**config.mk**
```make
export PLATFORM = sky130hd
export DESIGN_NAME = hmr_unit
export DESIGN_NICKNAME = d
export VERILOG_FILES = /design/src/logic/hmr_pkg.sv /design/src/logic/tmr_grp_if.sv /design/src/logic/hmr_input_fanout.sv /design/src/logic/hmr_output_select.sv /design/src/logic/hmr_tmr_group.sv /design/src/logic/hmr_unit.sv
export VERILOG_INCLUDE_DIRS = /design/src /design/src/logic
export SDC_FILE = /design/constraint.sdc
export NUM_CORES = 1
export LEC_CHECK = 0
export BUFFER_PORTS_ARGS = -buffer_cell sky130_fd_sc_hd__buf_2
export CAP_MARGIN = 40
export CORE_AREA = 4 4 320 322
export CTS_CLUSTER_SIZE = 30
export DETAILED_ROUTE_END_ITERATION = 8
export DIE_AREA = 0 0 324 326
export GPL_TIMING_DRIVEN = 0
export SKIP_CTS_REPAIR_TIMING = 1
export SYNTH_ARGS = -nofsm -noshare
export SYNTH_HDL_FRONTEND = slang
export SYNTH_HIERARCHICAL = 1
export SYNTH_SLANG_ARGS = --single-unit
```
**constraint.sdc**
```tcl
create_clock -name clk_i -period 4.9 [get_ports clk_i]
set_input_delay 0.98 -clock clk_i [delete_from_list [all_inputs] [get_ports clk_i]]
set_output_delay 0.98 -clock clk_i [all_outputs]
set_load 0.05 [all_outputs]
```
**src/logic/hmr_params.svh**
```systemverilog
/*
 * Sizing macros for the TMR wrapper: core count, group size,
 * derived group count, core word width and mismatch counter width
 */
`ifndef HMR_PARAMS_SVH
`define HMR_PARAMS_SVH

`define HMR_NUM_CORES  6
`define HMR_GRP_SIZE   3
`define HMR_NUM_GROUPS (`HMR_NUM_CORES / `HMR_GRP_SIZE)
`define HMR_DATA_WIDTH 32
// Kept small so the counters can saturate in simulation
`define HMR_CNT_WIDTH  4

`endif

```
**src/logic/hmr_pkg.sv**
```systemverilog
/*
 * Shared types of the TMR wrapper: core word, per-group error
 * vector, mismatch count and the group mode/resynch state enum
 */
`include "hmr_params.svh"

package hmr_pkg;

  // One core's input or output word
  typedef logic [`HMR_DATA_WIDTH-1:0] core_data_t;

  // Disagreement flags, bit n belongs to core n of the group
  typedef logic [`HMR_GRP_SIZE-1:0] grp_err_t;

  // Saturating per-core mismatch count
  typedef logic [`HMR_CNT_WIDTH-1:0] mismatch_cnt_t;

  // Group state
  // TMR_INDEP   cores run independently
  // TMR_RUN     cores locked and voted
  // TMR_RESYNCH single mismatch seen, waiting for the cores to resync
  typedef enum logic [1:0] {
    TMR_INDEP,
    TMR_RUN,
    TMR_RESYNCH
  } tmr_state_e;

endpackage

```
**src/logic/tmr_grp_if.sv**
```systemverilog
/*
 * Per-group bundle of mode, voted word and error signals,
 * with views for the group, the input fan-out and the output select
 */
`timescale 1ns/100ps

interface tmr_grp_if import hmr_pkg::*; ();

  logic       in_tmr;
  core_data_t voted;
  logic       failure;
  grp_err_t   error_cba;
  logic       setback;

  // Producer side, one group module
  modport group (
    output in_tmr,
    output voted,
    output failure,
    output error_cba,
    output setback
  );

  // Input steering only needs the mode
  modport fanout (
    input in_tmr
  );

  modport select (
    input in_tmr,
    input voted,
    input failure,
    input error_cba,
    input setback
  );

endinterface

```
**src/logic/hmr_input_fanout.sv**
```systemverilog
/*
 * Input fan-out: steers system inputs to the cores, broadcasting
 * the master core's input to the whole group while it is in TMR
 */
`timescale 1ns/100ps
`include "hmr_params.svh"

module hmr_input_fanout import hmr_pkg::*; (
  input  core_data_t       sys_inputs_i  [`HMR_NUM_CORES],
  tmr_grp_if.fanout        grp           [`HMR_NUM_GROUPS],
  output core_data_t       core_inputs_o [`HMR_NUM_CORES]
);

  for (genvar c = 0; c < `HMR_NUM_CORES; c++) begin : gen_core_inputs
    // Groups are sequential, the first core of a group is its master
    localparam int unsigned GrpIdx    = c / `HMR_GRP_SIZE;
    localparam int unsigned MasterIdx = GrpIdx * `HMR_GRP_SIZE;

    logic core_in_tmr;

    assign core_in_tmr = grp[GrpIdx].in_tmr;

    // Master input goes to all three cores in TMR, own input otherwise
    assign core_inputs_o[c] = core_in_tmr ? sys_inputs_i[MasterIdx] : sys_inputs_i[c];
  end

endmodule

```
**src/logic/hmr_output_select.sv**
```systemverilog
/*
 * Output select: system outputs from voted or raw core words,
 * per-core error and setback flags, per-group failure
 */
`timescale 1ns/100ps
`include "hmr_params.svh"

module hmr_output_select import hmr_pkg::*; (
  input  core_data_t                 core_outputs_i [`HMR_NUM_CORES],
  tmr_grp_if.select                  grp            [`HMR_NUM_GROUPS],
  output core_data_t                 sys_outputs_o  [`HMR_NUM_CORES],
  output logic [`HMR_NUM_GROUPS-1:0] tmr_failure_o,
  output logic [`HMR_NUM_CORES-1:0]  tmr_error_o,
  output logic [`HMR_NUM_CORES-1:0]  core_setback_o
);

  for (genvar g = 0; g < `HMR_NUM_GROUPS; g++) begin : gen_grp_flags
    // Failure only means something while the group votes
    assign tmr_failure_o[g] = grp[g].in_tmr & grp[g].failure;
  end

  for (genvar c = 0; c < `HMR_NUM_CORES; c++) begin : gen_core_outputs
    localparam int unsigned GrpIdx = c / `HMR_GRP_SIZE;
    localparam int unsigned Offset = c % `HMR_GRP_SIZE;

    logic       core_in_tmr;
    core_data_t tmr_word;

    assign core_in_tmr = grp[GrpIdx].in_tmr;

    // Master port carries the vote, the other ports of the group are silenced
    if (Offset == 0) begin : gen_master
      assign tmr_word = grp[GrpIdx].voted;
    end else begin : gen_follower
      assign tmr_word = '0;
    end

    assign sys_outputs_o[c] = core_in_tmr ? tmr_word : core_outputs_i[c];

    // Spread the group error vector to core positions
    assign tmr_error_o[c] = core_in_tmr & grp[GrpIdx].error_cba[Offset];

    // Master keeps running on TMR entry, the other two are set back
    if (Offset == 0) begin : gen_master_setback
      assign core_setback_o[c] = 1'b0;
    end else begin : gen_follower_setback
      assign core_setback_o[c] = grp[GrpIdx].setback;
    end
  end

endmodule

```
**src/logic/hmr_tmr_group.sv**
```systemverilog
/*
 * One TMR group: bitwise majority voter with per-core disagreement
 * flags, mode/resynch FSM with setback pulse and saturating counters
 */
`timescale 1ns/100ps
`include "hmr_params.svh"

module hmr_tmr_group import hmr_pkg::*; (
  input  logic          clk_i,
  input  logic          rst_n_i,
  input  logic          tmr_enable_i,
  input  logic          tmr_enable_we_i,
  input  logic          tmr_cores_synch_i,
  input  core_data_t    core_outputs_i [`HMR_GRP_SIZE],
  output mismatch_cnt_t mismatch_cnt_o [`HMR_GRP_SIZE],
  output logic          tmr_resynch_req_o,
  tmr_grp_if.group      grp
);

  core_data_t    voted;
  grp_err_t      error_cba;
  logic          failure;
  logic          single_mismatch;
  logic          in_tmr;

  tmr_state_e    state_q;
  tmr_state_e    state_d;
  logic          setback_q;
  mismatch_cnt_t cnt_q [`HMR_GRP_SIZE];

  // Majority voter

  // Bitwise 2-of-3 majority
  assign voted = (core_outputs_i[0] & core_outputs_i[1]) |
                 (core_outputs_i[0] & core_outputs_i[2]) |
                 (core_outputs_i[1] & core_outputs_i[2]);

  // A core disagrees when its word differs from the majority
  always_comb begin : proc_error_cba
    for (int i = 0; i < `HMR_GRP_SIZE; i++) begin
      error_cba[i] = (core_outputs_i[i] != voted);
    end
  end

  // No majority at all when every pair differs
  assign failure = (core_outputs_i[0] != core_outputs_i[1]) &&
                   (core_outputs_i[0] != core_outputs_i[2]) &&
                   (core_outputs_i[1] != core_outputs_i[2]);

  // One core out of line, the other two still agree
  assign single_mismatch = (|error_cba) && !failure;

  // Mode and resynch FSM

  assign in_tmr = (state_q != TMR_INDEP);

  always_comb begin : proc_next_state
    state_d = state_q;

    case (state_q)
      TMR_INDEP: begin
        if (tmr_enable_we_i && tmr_enable_i) begin
          state_d = TMR_RUN;
        end
      end
      TMR_RUN: begin
        if (single_mismatch) begin
          state_d = TMR_RESYNCH;
        end
      end
      TMR_RESYNCH: begin
        if (tmr_cores_synch_i) begin
          state_d = TMR_RUN;
        end
      end
      default: begin
        state_d = TMR_INDEP;
      end
    endcase

    // Disabling wins over everything else
    if (tmr_enable_we_i && !tmr_enable_i) begin
      state_d = TMR_INDEP;
    end
  end

  always_ff @(posedge clk_i) begin : proc_state
    if (!rst_n_i) begin
      state_q   <= TMR_INDEP;
      setback_q <= 1'b0;
    end else begin
      state_q   <= state_d;
      // One cycle pulse in the first cycle of TMR
      setback_q <= (state_q == TMR_INDEP) && (state_d == TMR_RUN);
    end
  end

  // Mismatch counters

  // Only count while voting, hold the value in independent mode
  always_ff @(posedge clk_i) begin : proc_mismatch_cnt
    if (!rst_n_i) begin
      for (int i = 0; i < `HMR_GRP_SIZE; i++) begin
        cnt_q[i] <= '0;
      end
    end else if (in_tmr) begin
      for (int i = 0; i < `HMR_GRP_SIZE; i++) begin
        if (error_cba[i] && (cnt_q[i] != '1)) begin
          cnt_q[i] <= cnt_q[i] + mismatch_cnt_t'(1);
        end
      end
    end
  end

  assign mismatch_cnt_o = cnt_q;

  // Outputs

  assign tmr_resynch_req_o = (state_q == TMR_RESYNCH);

  assign grp.in_tmr    = in_tmr;
  assign grp.voted     = voted;
  assign grp.failure   = failure;
  assign grp.error_cba = error_cba;
  assign grp.setback   = setback_q;

endmodule

```
**src/logic/hmr_unit.sv**
```systemverilog
/*
 * TMR wrapper top for six cores in two sequential groups of three:
 * input fan-out, one voting group per triple and output select
 */
`timescale 1ns/100ps
`include "hmr_params.svh"

module hmr_unit import hmr_pkg::*; (
  input  logic                       clk_i,
  input  logic                       rst_n_i,

  // Mode control, one bit per group, taken when the strobe is high
  input  logic [`HMR_NUM_GROUPS-1:0] tmr_enable_i,
  input  logic                       tmr_enable_we_i,
  input  logic [`HMR_NUM_GROUPS-1:0] tmr_cores_synch_i,

  // System side
  input  core_data_t                 sys_inputs_i   [`HMR_NUM_CORES],
  output core_data_t                 sys_outputs_o  [`HMR_NUM_CORES],

  // Core side
  input  core_data_t                 core_outputs_i [`HMR_NUM_CORES],
  output core_data_t                 core_inputs_o  [`HMR_NUM_CORES],
  output logic [`HMR_NUM_CORES-1:0]  core_setback_o,

  // Status
  output logic [`HMR_NUM_GROUPS-1:0] tmr_failure_o,
  output logic [`HMR_NUM_CORES-1:0]  tmr_error_o,
  output logic [`HMR_NUM_GROUPS-1:0] tmr_resynch_req_o,
  output mismatch_cnt_t              mismatch_cnt_o [`HMR_NUM_CORES]
);

  // One bundle per group
  tmr_grp_if grp_if [`HMR_NUM_GROUPS] ();

  hmr_input_fanout i_input_fanout (
    .sys_inputs_i  ( sys_inputs_i  ),
    .grp           ( grp_if        ),
    .core_inputs_o ( core_inputs_o )
  );

  for (genvar g = 0; g < `HMR_NUM_GROUPS; g++) begin : gen_tmr_groups
    core_data_t    grp_core_outputs [`HMR_GRP_SIZE];
    mismatch_cnt_t grp_mismatch_cnt [`HMR_GRP_SIZE];

    // Slice out this group's cores
    for (genvar k = 0; k < `HMR_GRP_SIZE; k++) begin : gen_grp_cores
      assign grp_core_outputs[k]                   = core_outputs_i[g*`HMR_GRP_SIZE + k];
      assign mismatch_cnt_o[g*`HMR_GRP_SIZE + k]   = grp_mismatch_cnt[k];
    end

    hmr_tmr_group i_tmr_group (
      .clk_i             ( clk_i                ),
      .rst_n_i           ( rst_n_i              ),
      .tmr_enable_i      ( tmr_enable_i[g]      ),
      .tmr_enable_we_i   ( tmr_enable_we_i      ),
      .tmr_cores_synch_i ( tmr_cores_synch_i[g] ),
      .core_outputs_i    ( grp_core_outputs     ),
      .mismatch_cnt_o    ( grp_mismatch_cnt     ),
      .tmr_resynch_req_o ( tmr_resynch_req_o[g] ),
      .grp               ( grp_if[g]            )
    );
  end

  hmr_output_select i_output_select (
    .core_outputs_i ( core_outputs_i ),
    .grp            ( grp_if         ),
    .sys_outputs_o  ( sys_outputs_o  ),
    .tmr_failure_o  ( tmr_failure_o  ),
    .tmr_error_o    ( tmr_error_o    ),
    .core_setback_o ( core_setback_o )
  );

endmodule

```
; After elaboration in Yosys (flattened, before gate mapping)
; Index checks and enable logic that the tools add are counted.
[classes]
n_addsub = 6
eq_ne = 24
mux = 20
bitwise = 18
n_reduce_logical = 34
[op_table]
columns = cell, n
row1 = $ne 32x32->1, 12
row2 = $mux 32, 10
row3 = $and 32x32->32, 6
row4 = $or 32x32->32, 4
row5 = $add 4x1->4 const B, 6
row6 = $ne 4x4->1 const B, 6
row7 = $logic_and 1x1->1, 18
row8 = $mux 2, 8
row9 = $pmux 2 s3, 2
row10 = $reduce_and 2->1, 6
row11 = $and 1x1->1, 8
row12 = $eq 2x1->1 const B, 4
row13 = $reduce_or 3->1, 2
row14 = $eq 2x2->1 const B, 2
row15 = $logic_not 1->1, 4
row16 = $logic_not 2->1, 2
row17 = $reduce_bool 2->1, 2
[totals]
register_bits = 30
in_bits = 391
output_inout_bits = 424
elab_cells = 112

; Depth between registers and ports, before layout
; Gate-level depths: netlist of run 1.
[depth]
depth_word = 11
mapped_depth = 8
depth_no_buf = 7

; Modules after synthesis
; The synthesis of run 1 kept the hierarchy.
[modules_own_cells]
columns = mod, n_inst, cells_each, area_each_um2, seq_area_each_um2
row1 = hmr_tmr_group, 2, 509, 4225.3, 300.3
row2 = hmr_input_fanout, 1, 206, 2635.0, 0.0
row3 = hmr_output_select, 1, 229, 2085.8, 0.0

; Worst setup path after synthesis of run 1
; Ideal clock, no wire load.
[synth_timing]
path_kind = input to output
start = in core_outputs_i[126] (netlist bit)
end = out tmr_error_o[1]
t_arrival_ps = 2502
t_required_ps = 3920
setup_slack_ps = 1418
cell_stages = 8
n_path_buf = 1
cell_sequence = ha_1 > o31a_1 > o22ai_1 > nor4_1 > and4_1 > buf_6 > inv_1 > and2_1
[synth_between]
elab_chain_len = 5
word_cells_on_any_way = 6
[synth_rtl]
columns = item, line_no
row1 = "start, declared", hmr_unit.sv:22  ; input core_data_t core_outputs_i [`HMR_NUM_CORES],
row2 = $and 32x32->32, hmr_tmr_group.sv:35  ; (core_outputs_i[0] & core_outputs_i[2]) |
row3 = $or 32x32->32, hmr_tmr_group.sv:34  ; assign voted = (core_outputs_i[0] & core_outputs_i[1]) |
row4 = $or 32x32->32 (*), hmr_tmr_group.sv:35
row5 = $ne 32x32->1 (*), hmr_tmr_group.sv:41  ; error_cba[i] = (core_outputs_i[i] != voted);
row6 = named net grp_if[0].error_cba[1], tmr_grp_if.sv:12  ; grp_err_t error_cba;
row7 = $and 1x1->1 (*), hmr_output_select.sv:41  ; assign tmr_error_o[c] = core_in_tmr & grp[GrpIdx].error_cba[Offset];
row8 = "end, declared", hmr_unit.sv:28  ; output logic [`HMR_NUM_CORES-1:0] tmr_error_o,
; The timed path passes the listed nets; every way through them passes the cells marked *.

; Worst setup path in the final report of run 1
[layout_timing]
start = in core_outputs_i[116] (netlist bit)
end = out tmr_error_o[0]
; The elaborated chain is that of the path after synthesis.

==> out/results.ini, run 1 <==
[layout]
fin_nets=2864
stdcell_area_um2=19100
post-route-util_pct=19.2
synthToLayoutAreaGrowth_pct=44.9
drive_gt1_share_pct=49.5

[detailed_routing]
ant_nets=0
drt-initial-drc-count=1268
vias=16322
viasPerCell=4.54
drc=0
wire_per_inst_um=23.9
routed_wl_um=85900
first_pass_iters=5

[synth]
ys_seq_elements=30
synth_edf_count=0
synth_top_family_by_area=simple AND/OR/NAND/NOR gates
synthAdderAreaFrac_pct=18.8
syn_avg_cell_area_um2=9.06
synth_compound_gate_area_share_pct=18.8
netlist_area_um2=13200
synth_ff_type=dfxtp_1
async_flop_share_pct=0
synth_cell_types=30
synthSimpleGateAreaFrac_pct=26.1
postSynthCellCount=1453
synth_xor_xnor_area_share_pct=0
ys_seq_area_share_pct=4.56
synth_mux_area_share_pct=23.0
ys_warn_count=6

[power_and_ir_drop]
switching_power_mw=2.08
ir_drop_uv=99.7
netSwitchingFraction_pct=60.2
p_int_mw=1.38
pwr-share-clk_pct=10.5
pwr-share-comb_pct=81.9
power_mw=3.46
seqPwrFrac_pct=7.6
leakagePower_nw=8.75
p_per_area_nw_per_um2=181

[floorplanning]
fp.dieW_um=324
die-area_um2=106000
core_area_um2=99600
die_h_um=326
floorplan.initialDensity_pct=13.2
rows=116
ios=815

[critical_path]
critPathKind=input pin to primary output
endpoint=tmr_error_o[0]
reg2reg_from=gen_tmr_groups[1].i_tmr_group/state_q[0]
critPathArrivalTime_ps=3570
critPathLaunch=core_outputs_i[116]
critPathMaxFanout=7
crit_required_ps=3920
worstRegToRegCells=6
r2r-end=gen_tmr_groups[1].i_tmr_group/mismatch_cnt_o[7]
cp-start-kind=input pin
r2r_setup_slack_ps=3380
cp-end-kind=primary output

[global_route]
grt-ovfl-total=0
grt_pass1_wl_um=114000
antenna_found_initial=21
grtUsageTotal_pct=15.0
grt_max_degree=11
grt_pass1_vias=15750

[cts]
clock-sinks=30
clk_pin_slew_ps=70
cts-buffers-inserted=5
htree_levels=2
clock-root-buffer=clkbuf_16
worstSkewPairLatency_ps=310
cts.path.max_buffers=2
cts_tree=built

[timing]
rsz0062_at_grt=no
worst_pin_slew_ps=889
skew_ps=9.64
relSlewSlack_pct=40.7
timing.final.crit_share_pct=92.8
fin_tns_setup_ps=0
maxSlewViolCount=0
fin_crit_ps=4550
fmax_mhz=220
hold_ws_ps=495
finalHoldViolations=0
setup_viol=0

[placement]
gp_congestion=0.990
io_buffers=812
place_hpwl_um=76100
dpl-instance-area_um2=18900

[outcome]
status=complete, no violations

[run]
maxCapViolCount=0

[hold_path]
hold_class=flop to flop

-- synthesized netlist by cell type, types with 4 or more instances --
library cell  count  share of area [%]
a31oi_1           8               0.38
dfxtp_1          30                4.6
buf_6            12                1.0
inv_1            10               0.29
nand2b_1         14               0.66
a21boi_1          6               0.34
nand4_1          18               0.85
mux2i_1          18                1.4
or3_1            70                3.3
ha_1            198                 19
o31a_1          192                 13
buf_2            12               0.46
buf_12           18                2.7
nor4_1          264                 13
o22ai_1          98                4.7
clkbuf_1          4               0.11
nor2b_1         136                6.5
mux2_4          184                 21
and2_1            8               0.38
buf_4            70                4.0
o21ai_0          10               0.38
a21oi_1           4               0.15
nor2_1           18               0.51
nand2_1          30               0.85
and4_1            6               0.40
mux2_2            8               0.68
-- layout by cell type (no fill, tap or decap), types with 10 or more instances in the layout --
master,n
nor2_1,18
nor2b_1,136
dfxtp_1,30
ha_1,198
nand4_1,18
nor4_1,263
buf_2,824
o21ai_0,10
inv_1,10
diode_2,20
o22ai_1,98
nand2_1,30
buf_4,72
buf_12,18
mux2_4,184
buf_6,12
nand2b_1,14
mux2i_1,18
or3_1,70
o31a_1,192
-- layout make-up --
cell class | count | area [µm²]
fill | 11247 | 80500
multi-input combinational | 1298 | 11400
timing repair buffer | 814 | 4080
tap | 1298 | 1620
buffer | 116 | 1100
sequential | 30 | 601
clock buffer | 6 | 139
antenna | 20 | 50.0
inverter | 10 | 37.5
clock inverter | 2 | 12.5
-- registers in the layout, indices dropped and copies added (netlist names) --
register / cells
gen_tmr_groups.i_tmr_group/grp.setback: 2
gen_tmr_groups.i_tmr_group/state_q: 4
gen_tmr_groups.i_tmr_group/mismatch_cnt_o: 24
-- metrics by stage --
stage | setup WS [ps] | instances
2_1_floorplan | 1420 | 1454
3_3_place_gp | 130 | 3564
3_5_place_dp | 142 | 3566
4_1_cts | 128 | 3574
5_1_grt | 91.6 | 3580
6_report | 351 | 3594
-- critical path, cell delays in order --
cell and delay [ps]:
buf_2 130, ha_1 270, nor4_1 600, o22ai_1 150, nor4_1 410, and4_1 440
buf_6 180, inv_1 40, and2_1 150, buf_2 210
-- cells by family after synthesis --
group                      Yosys count
adders and majority gates          198
and+or+nand+nor                    568
other                                1
buffers and inverters              126
DFF                                 30
muxes                              210
AOI/OAI and AO/OA                  320
-- power groups by stage --
stage / logic, mW / clock network [mW] / registers, mW
floorplan: 1.90 / 0 / 0.289
global placement: 2.80 / 0 / 0.268
detailed placement: 2.81 / 0 / 0.268
CTS: 2.83 / 0.389 / 0.263
global route: 2.97 / 0.397 / 0.264
finish: 2.83 / 0.364 / 0.263
-- routing by layer --
| layer | GRT usage [%] | vias to the layer above | wire (µm) | share of wire (%) |
|---|---|---|---|---|
| met5 | 0 | - | 38 | 0.044 |
| met4 | 7.15 | 6 | 4640 | 5.4 |
| met3 | 3.14 | 140 | 6990 | 8.1 |
| met2 | 26.0 | 828 | 40400 | 47 |
| met1 | 17.6 | 7673 | 33800 | 39 |
| li1 | - | 7675 | - | - |
-- worst min path at each step --
stage                                                          from  slack [ps]  cells after the start                                         endpoint
floorplan                  gen_tmr_groups[0].i_tmr_group/state_q[1]         550                      2         gen_tmr_groups[0].i_tmr_group/state_q[1]
global placement    gen_tmr_groups[0].i_tmr_group/mismatch_cnt_o[5]         490                      2  gen_tmr_groups[0].i_tmr_group/mismatch_cnt_o[5]
detailed placement  gen_tmr_groups[0].i_tmr_group/mismatch_cnt_o[5]         490                      2  gen_tmr_groups[0].i_tmr_group/mismatch_cnt_o[5]
CTS                 gen_tmr_groups[1].i_tmr_group/mismatch_cnt_o[9]         500                      2  gen_tmr_groups[1].i_tmr_group/mismatch_cnt_o[9]
global route        gen_tmr_groups[1].i_tmr_group/mismatch_cnt_o[9]         510                      2  gen_tmr_groups[1].i_tmr_group/mismatch_cnt_o[9]
finish              gen_tmr_groups[1].i_tmr_group/mismatch_cnt_o[9]         490                      2  gen_tmr_groups[1].i_tmr_group/mismatch_cnt_o[9]
Power figures use the tool's default switching activity.
==> run 2, diff against run 1 <==
--- a/config.mk
+++ b/config.mk
@@ -8,11 +8,12 @@
 export LEC_CHECK = 0
 export BUFFER_PORTS_ARGS = -buffer_cell sky130_fd_sc_hd__buf_2
 export CAP_MARGIN = 40
-export CORE_AREA = 4 4 320 322
+export CORE_AREA = 4 4 311 313
 export CTS_CLUSTER_SIZE = 30
 export DETAILED_ROUTE_END_ITERATION = 8
-export DIE_AREA = 0 0 324 326
+export DIE_AREA = 0 0 315 317
 export GPL_TIMING_DRIVEN = 0
+export PLACE_DENSITY = 0.41
 export SKIP_CTS_REPAIR_TIMING = 1
 export SYNTH_ARGS = -nofsm -noshare
 export SYNTH_HDL_FRONTEND = slang
==> constraint.sdc (replaced) <==
create_clock -name clk_i -period 3.9 [get_ports clk_i]
set_input_delay 0.78 -clock clk_i [delete_from_list [all_inputs] [get_ports clk_i]]
set_output_delay 0.78 -clock clk_i [all_outputs]
set_load 0.05 [all_outputs]
==> out/results.ini, run 2 (synthesis gave the netlist of run 1 again) <==
[global_route]
grt-ovfl-total=0  ; unchanged
grt_pass1_vias=15421  ; -2.1%
grt_pass1_wl_um=133000  ; +17%
grtUsageTotal_pct=19.4  ; +4.3 points
grt_max_degree=11  ; unchanged
antenna_found_initial=50  ; +140%

[critical_path]
cp-end-kind=primary output
slowest_delay_ps=580  ; -20 ps
critPathArrivalTime_ps=3150  ; -420 ps
critical-path-top-delay-family=simple AND/OR/NAND/NOR gates
crit_required_ps=3120  ; -800 ps
reg2reg_from=gen_tmr_groups[0].i_tmr_group/mismatch_cnt_o[0]
r2r_setup_slack_ps=2400  ; -980 ps
r2r-end=gen_tmr_groups[0].i_tmr_group/mismatch_cnt_o[3]
endpoint=tmr_failure_o[0]
worstRegToRegCells=5  ; -1
path_cells=buf_2 -> ha_1 -> nor4_1 -> nand4_1 -> o22ai_2 -> nor2_1 -> and2_1 -> buf_2
path_depth=8  ; -2
critPathLaunch=core_outputs_i[97]
critPathKind=input pin to primary output
slowest_stage=nor4_1
critPathMaxFanout=5  ; -2
cp_num_buf_inv=2  ; -2
cp-start-kind=input pin
crit_top_cell=buf_2

[cts]
worstSkewPairLatency_ps=290  ; -20 ps
clk_pin_slew_ps=50  ; -20 ps
clock-sinks=30  ; unchanged
clock-root-buffer=clkbuf_16
cts-buffers-inserted=5  ; unchanged
htree_levels=2  ; unchanged
cts_tree=built
cts.path.max_buffers=2  ; unchanged

[outcome]
status=complete, but fails checks
violations=setup timing

[power_and_ir_drop]
ir_drop_uv=135  ; +36%
leakagePower_nw=8.80  ; +0.55%
power_mw=4.44  ; +28%
p_per_area_nw_per_um2=228  ; +26%

[floorplanning]
rows=113  ; -2.6%
floorplan.initialDensity_pct=14.0  ; +0.74 points
core_area_um2=94300  ; -5.3%
die-area_um2=99900  ; -5.5%
fp.dieW_um=315  ; -2.8%
die_h_um=317  ; -2.8%
ios=815  ; unchanged

[detailed_routing]
first_pass_iters=6  ; +1
routed_wl_um=104000  ; +21%
drt-initial-drc-count=995  ; -22%
ant_nets=0  ; unchanged
viasPerCell=4.55  ; +0.20%
vias=16213  ; -0.67%
drc=0  ; unchanged
wire_per_inst_um=29.3  ; +22%

[layout]
final.fill_count=10708  ; -4.8%
drive_gt1_share_pct=51.8  ; +2.3 points
multi_input_comb_area_um2=11800  ; +3.3%
fin_nets=2863  ; -0.035%
instances_no_fill=3563  ; -0.86%
largest_reg_flops=24  ; unchanged
synthToLayoutAreaGrowth_pct=47.4
stdcell_area_um2=19400  ; +1.7%
layout_common_cells=824 x buf_2, 216 x nor4_1, 198 x ha_1
final_common_cell=buf_2
register_area_um2=601  ; unchanged

[timing]
maxSlewViolCount=0  ; unchanged
hold_ws_ps=492  ; -3.22 ps
setup_ws_ps=-26.3  ; -377 ps
fmax_mhz=255
fin_crit_ps=3930
worst_pin_slew_ps=680  ; -209 ps
skew_ps=3.36  ; -6.27 ps
rsz0062_at_grt=yes
finalHoldViolations=0  ; unchanged
relSlewSlack_pct=54.2  ; +14 points
timing.final.crit_share_pct=101
setup_viol=2  ; +2

[run]
maxCapViolCount=0  ; unchanged

[placement]
io_buffers=812  ; unchanged
dp.cells=3532  ; -0.95%
place_hpwl_um=93500  ; +23%
gp_congestion=0.908  ; -8.2%
dpl-instance-area_um2=18800  ; -0.24%

[hold_path]
hold_class=flop to flop

run 2: cell count changes in the layout (fill, tap and decap cells not counted), moves of 2 or more:
cell and change:
nor4_1 -47, nor4_2 +41, nor4_4 +6, diode_2 +4
and4_1 -3, and4_4 +3, o22ai_1 -3, o22ai_2 +3
buf_4 -2
run 2: worst min path at each step:
stage	slack [ps]	from	end	cells past startpoint
floorplan	550	gen_tmr_groups[0].i_tmr_group/state_q[1]	gen_tmr_groups[0].i_tmr_group/state_q[1]	2
global placement	490	gen_tmr_groups[0].i_tmr_group/mismatch_cnt_o[2]	gen_tmr_groups[0].i_tmr_group/mismatch_cnt_o[2]	2
detailed placement	480	gen_tmr_groups[1].i_tmr_group/mismatch_cnt_o[5]	gen_tmr_groups[1].i_tmr_group/mismatch_cnt_o[5]	2
CTS	490	gen_tmr_groups[1].i_tmr_group/mismatch_cnt_o[5]	gen_tmr_groups[1].i_tmr_group/mismatch_cnt_o[5]	2
global route	530	gen_tmr_groups[0].i_tmr_group/mismatch_cnt_o[1]	gen_tmr_groups[0].i_tmr_group/mismatch_cnt_o[1]	2
finish	490	gen_tmr_groups[1].i_tmr_group/mismatch_cnt_o[5]	gen_tmr_groups[1].i_tmr_group/mismatch_cnt_o[5]	2
run 2: metrics by stage:
| stage | util, % | TNS [ps] | setup slack [ps] |
|---|---|---|---|
| after floorplan | - | 0 | 818 |
| after global routing | 20.5 | -72.8 | -49.5 |
| after CTS | 20.1 | -1250 | -328 |
| after detailed placement | 20.0 | -1170 | -317 |
| after global placement | 20.0 | -1280 | -305 |
| final | 20.6 | -37.4 | -26.3 |
run 2: tightest hold or removal path: stages, from the launching register on:
cell,delay [ps]
dfxtp_1,330
nand2_1,60
mux2i_1,50
run 2: metal layers:
layer	vias to the layer above	global-route usage, %	wire [µm]
met2	796	36.2	52900
met4	10	6.56	4320
met3	129	5.44	9120
li1	7647	-	-
met5	-	0	65
met1	7631	20.9	37900
run 2: final cells by class:
class / count / area share (%)
Multi-Input combinational cell: 1298 / 60.9
Buffer: 116 / 5.65
Antenna cell: 24 / 0.309
Timing Repair Buffer: 813 / 21.0
Clock inverter: 2 / 0.0516
Inverter: 10 / 0.193
Clock buffer: 5 / 0.645
Tap cell: 1265 / 8.15
Sequential cell: 30 / 3.09
run 2: where the power goes:
part / internal, mW / switching (mW) / leakage (nW)
logic: 1.18 / 2.54 / 8.48
clock network: 0.231 / 0.157 / 0.0696
registers: 0.318 / 0.0136 / 0.244
total: 1.72 / 2.71 / 8.80
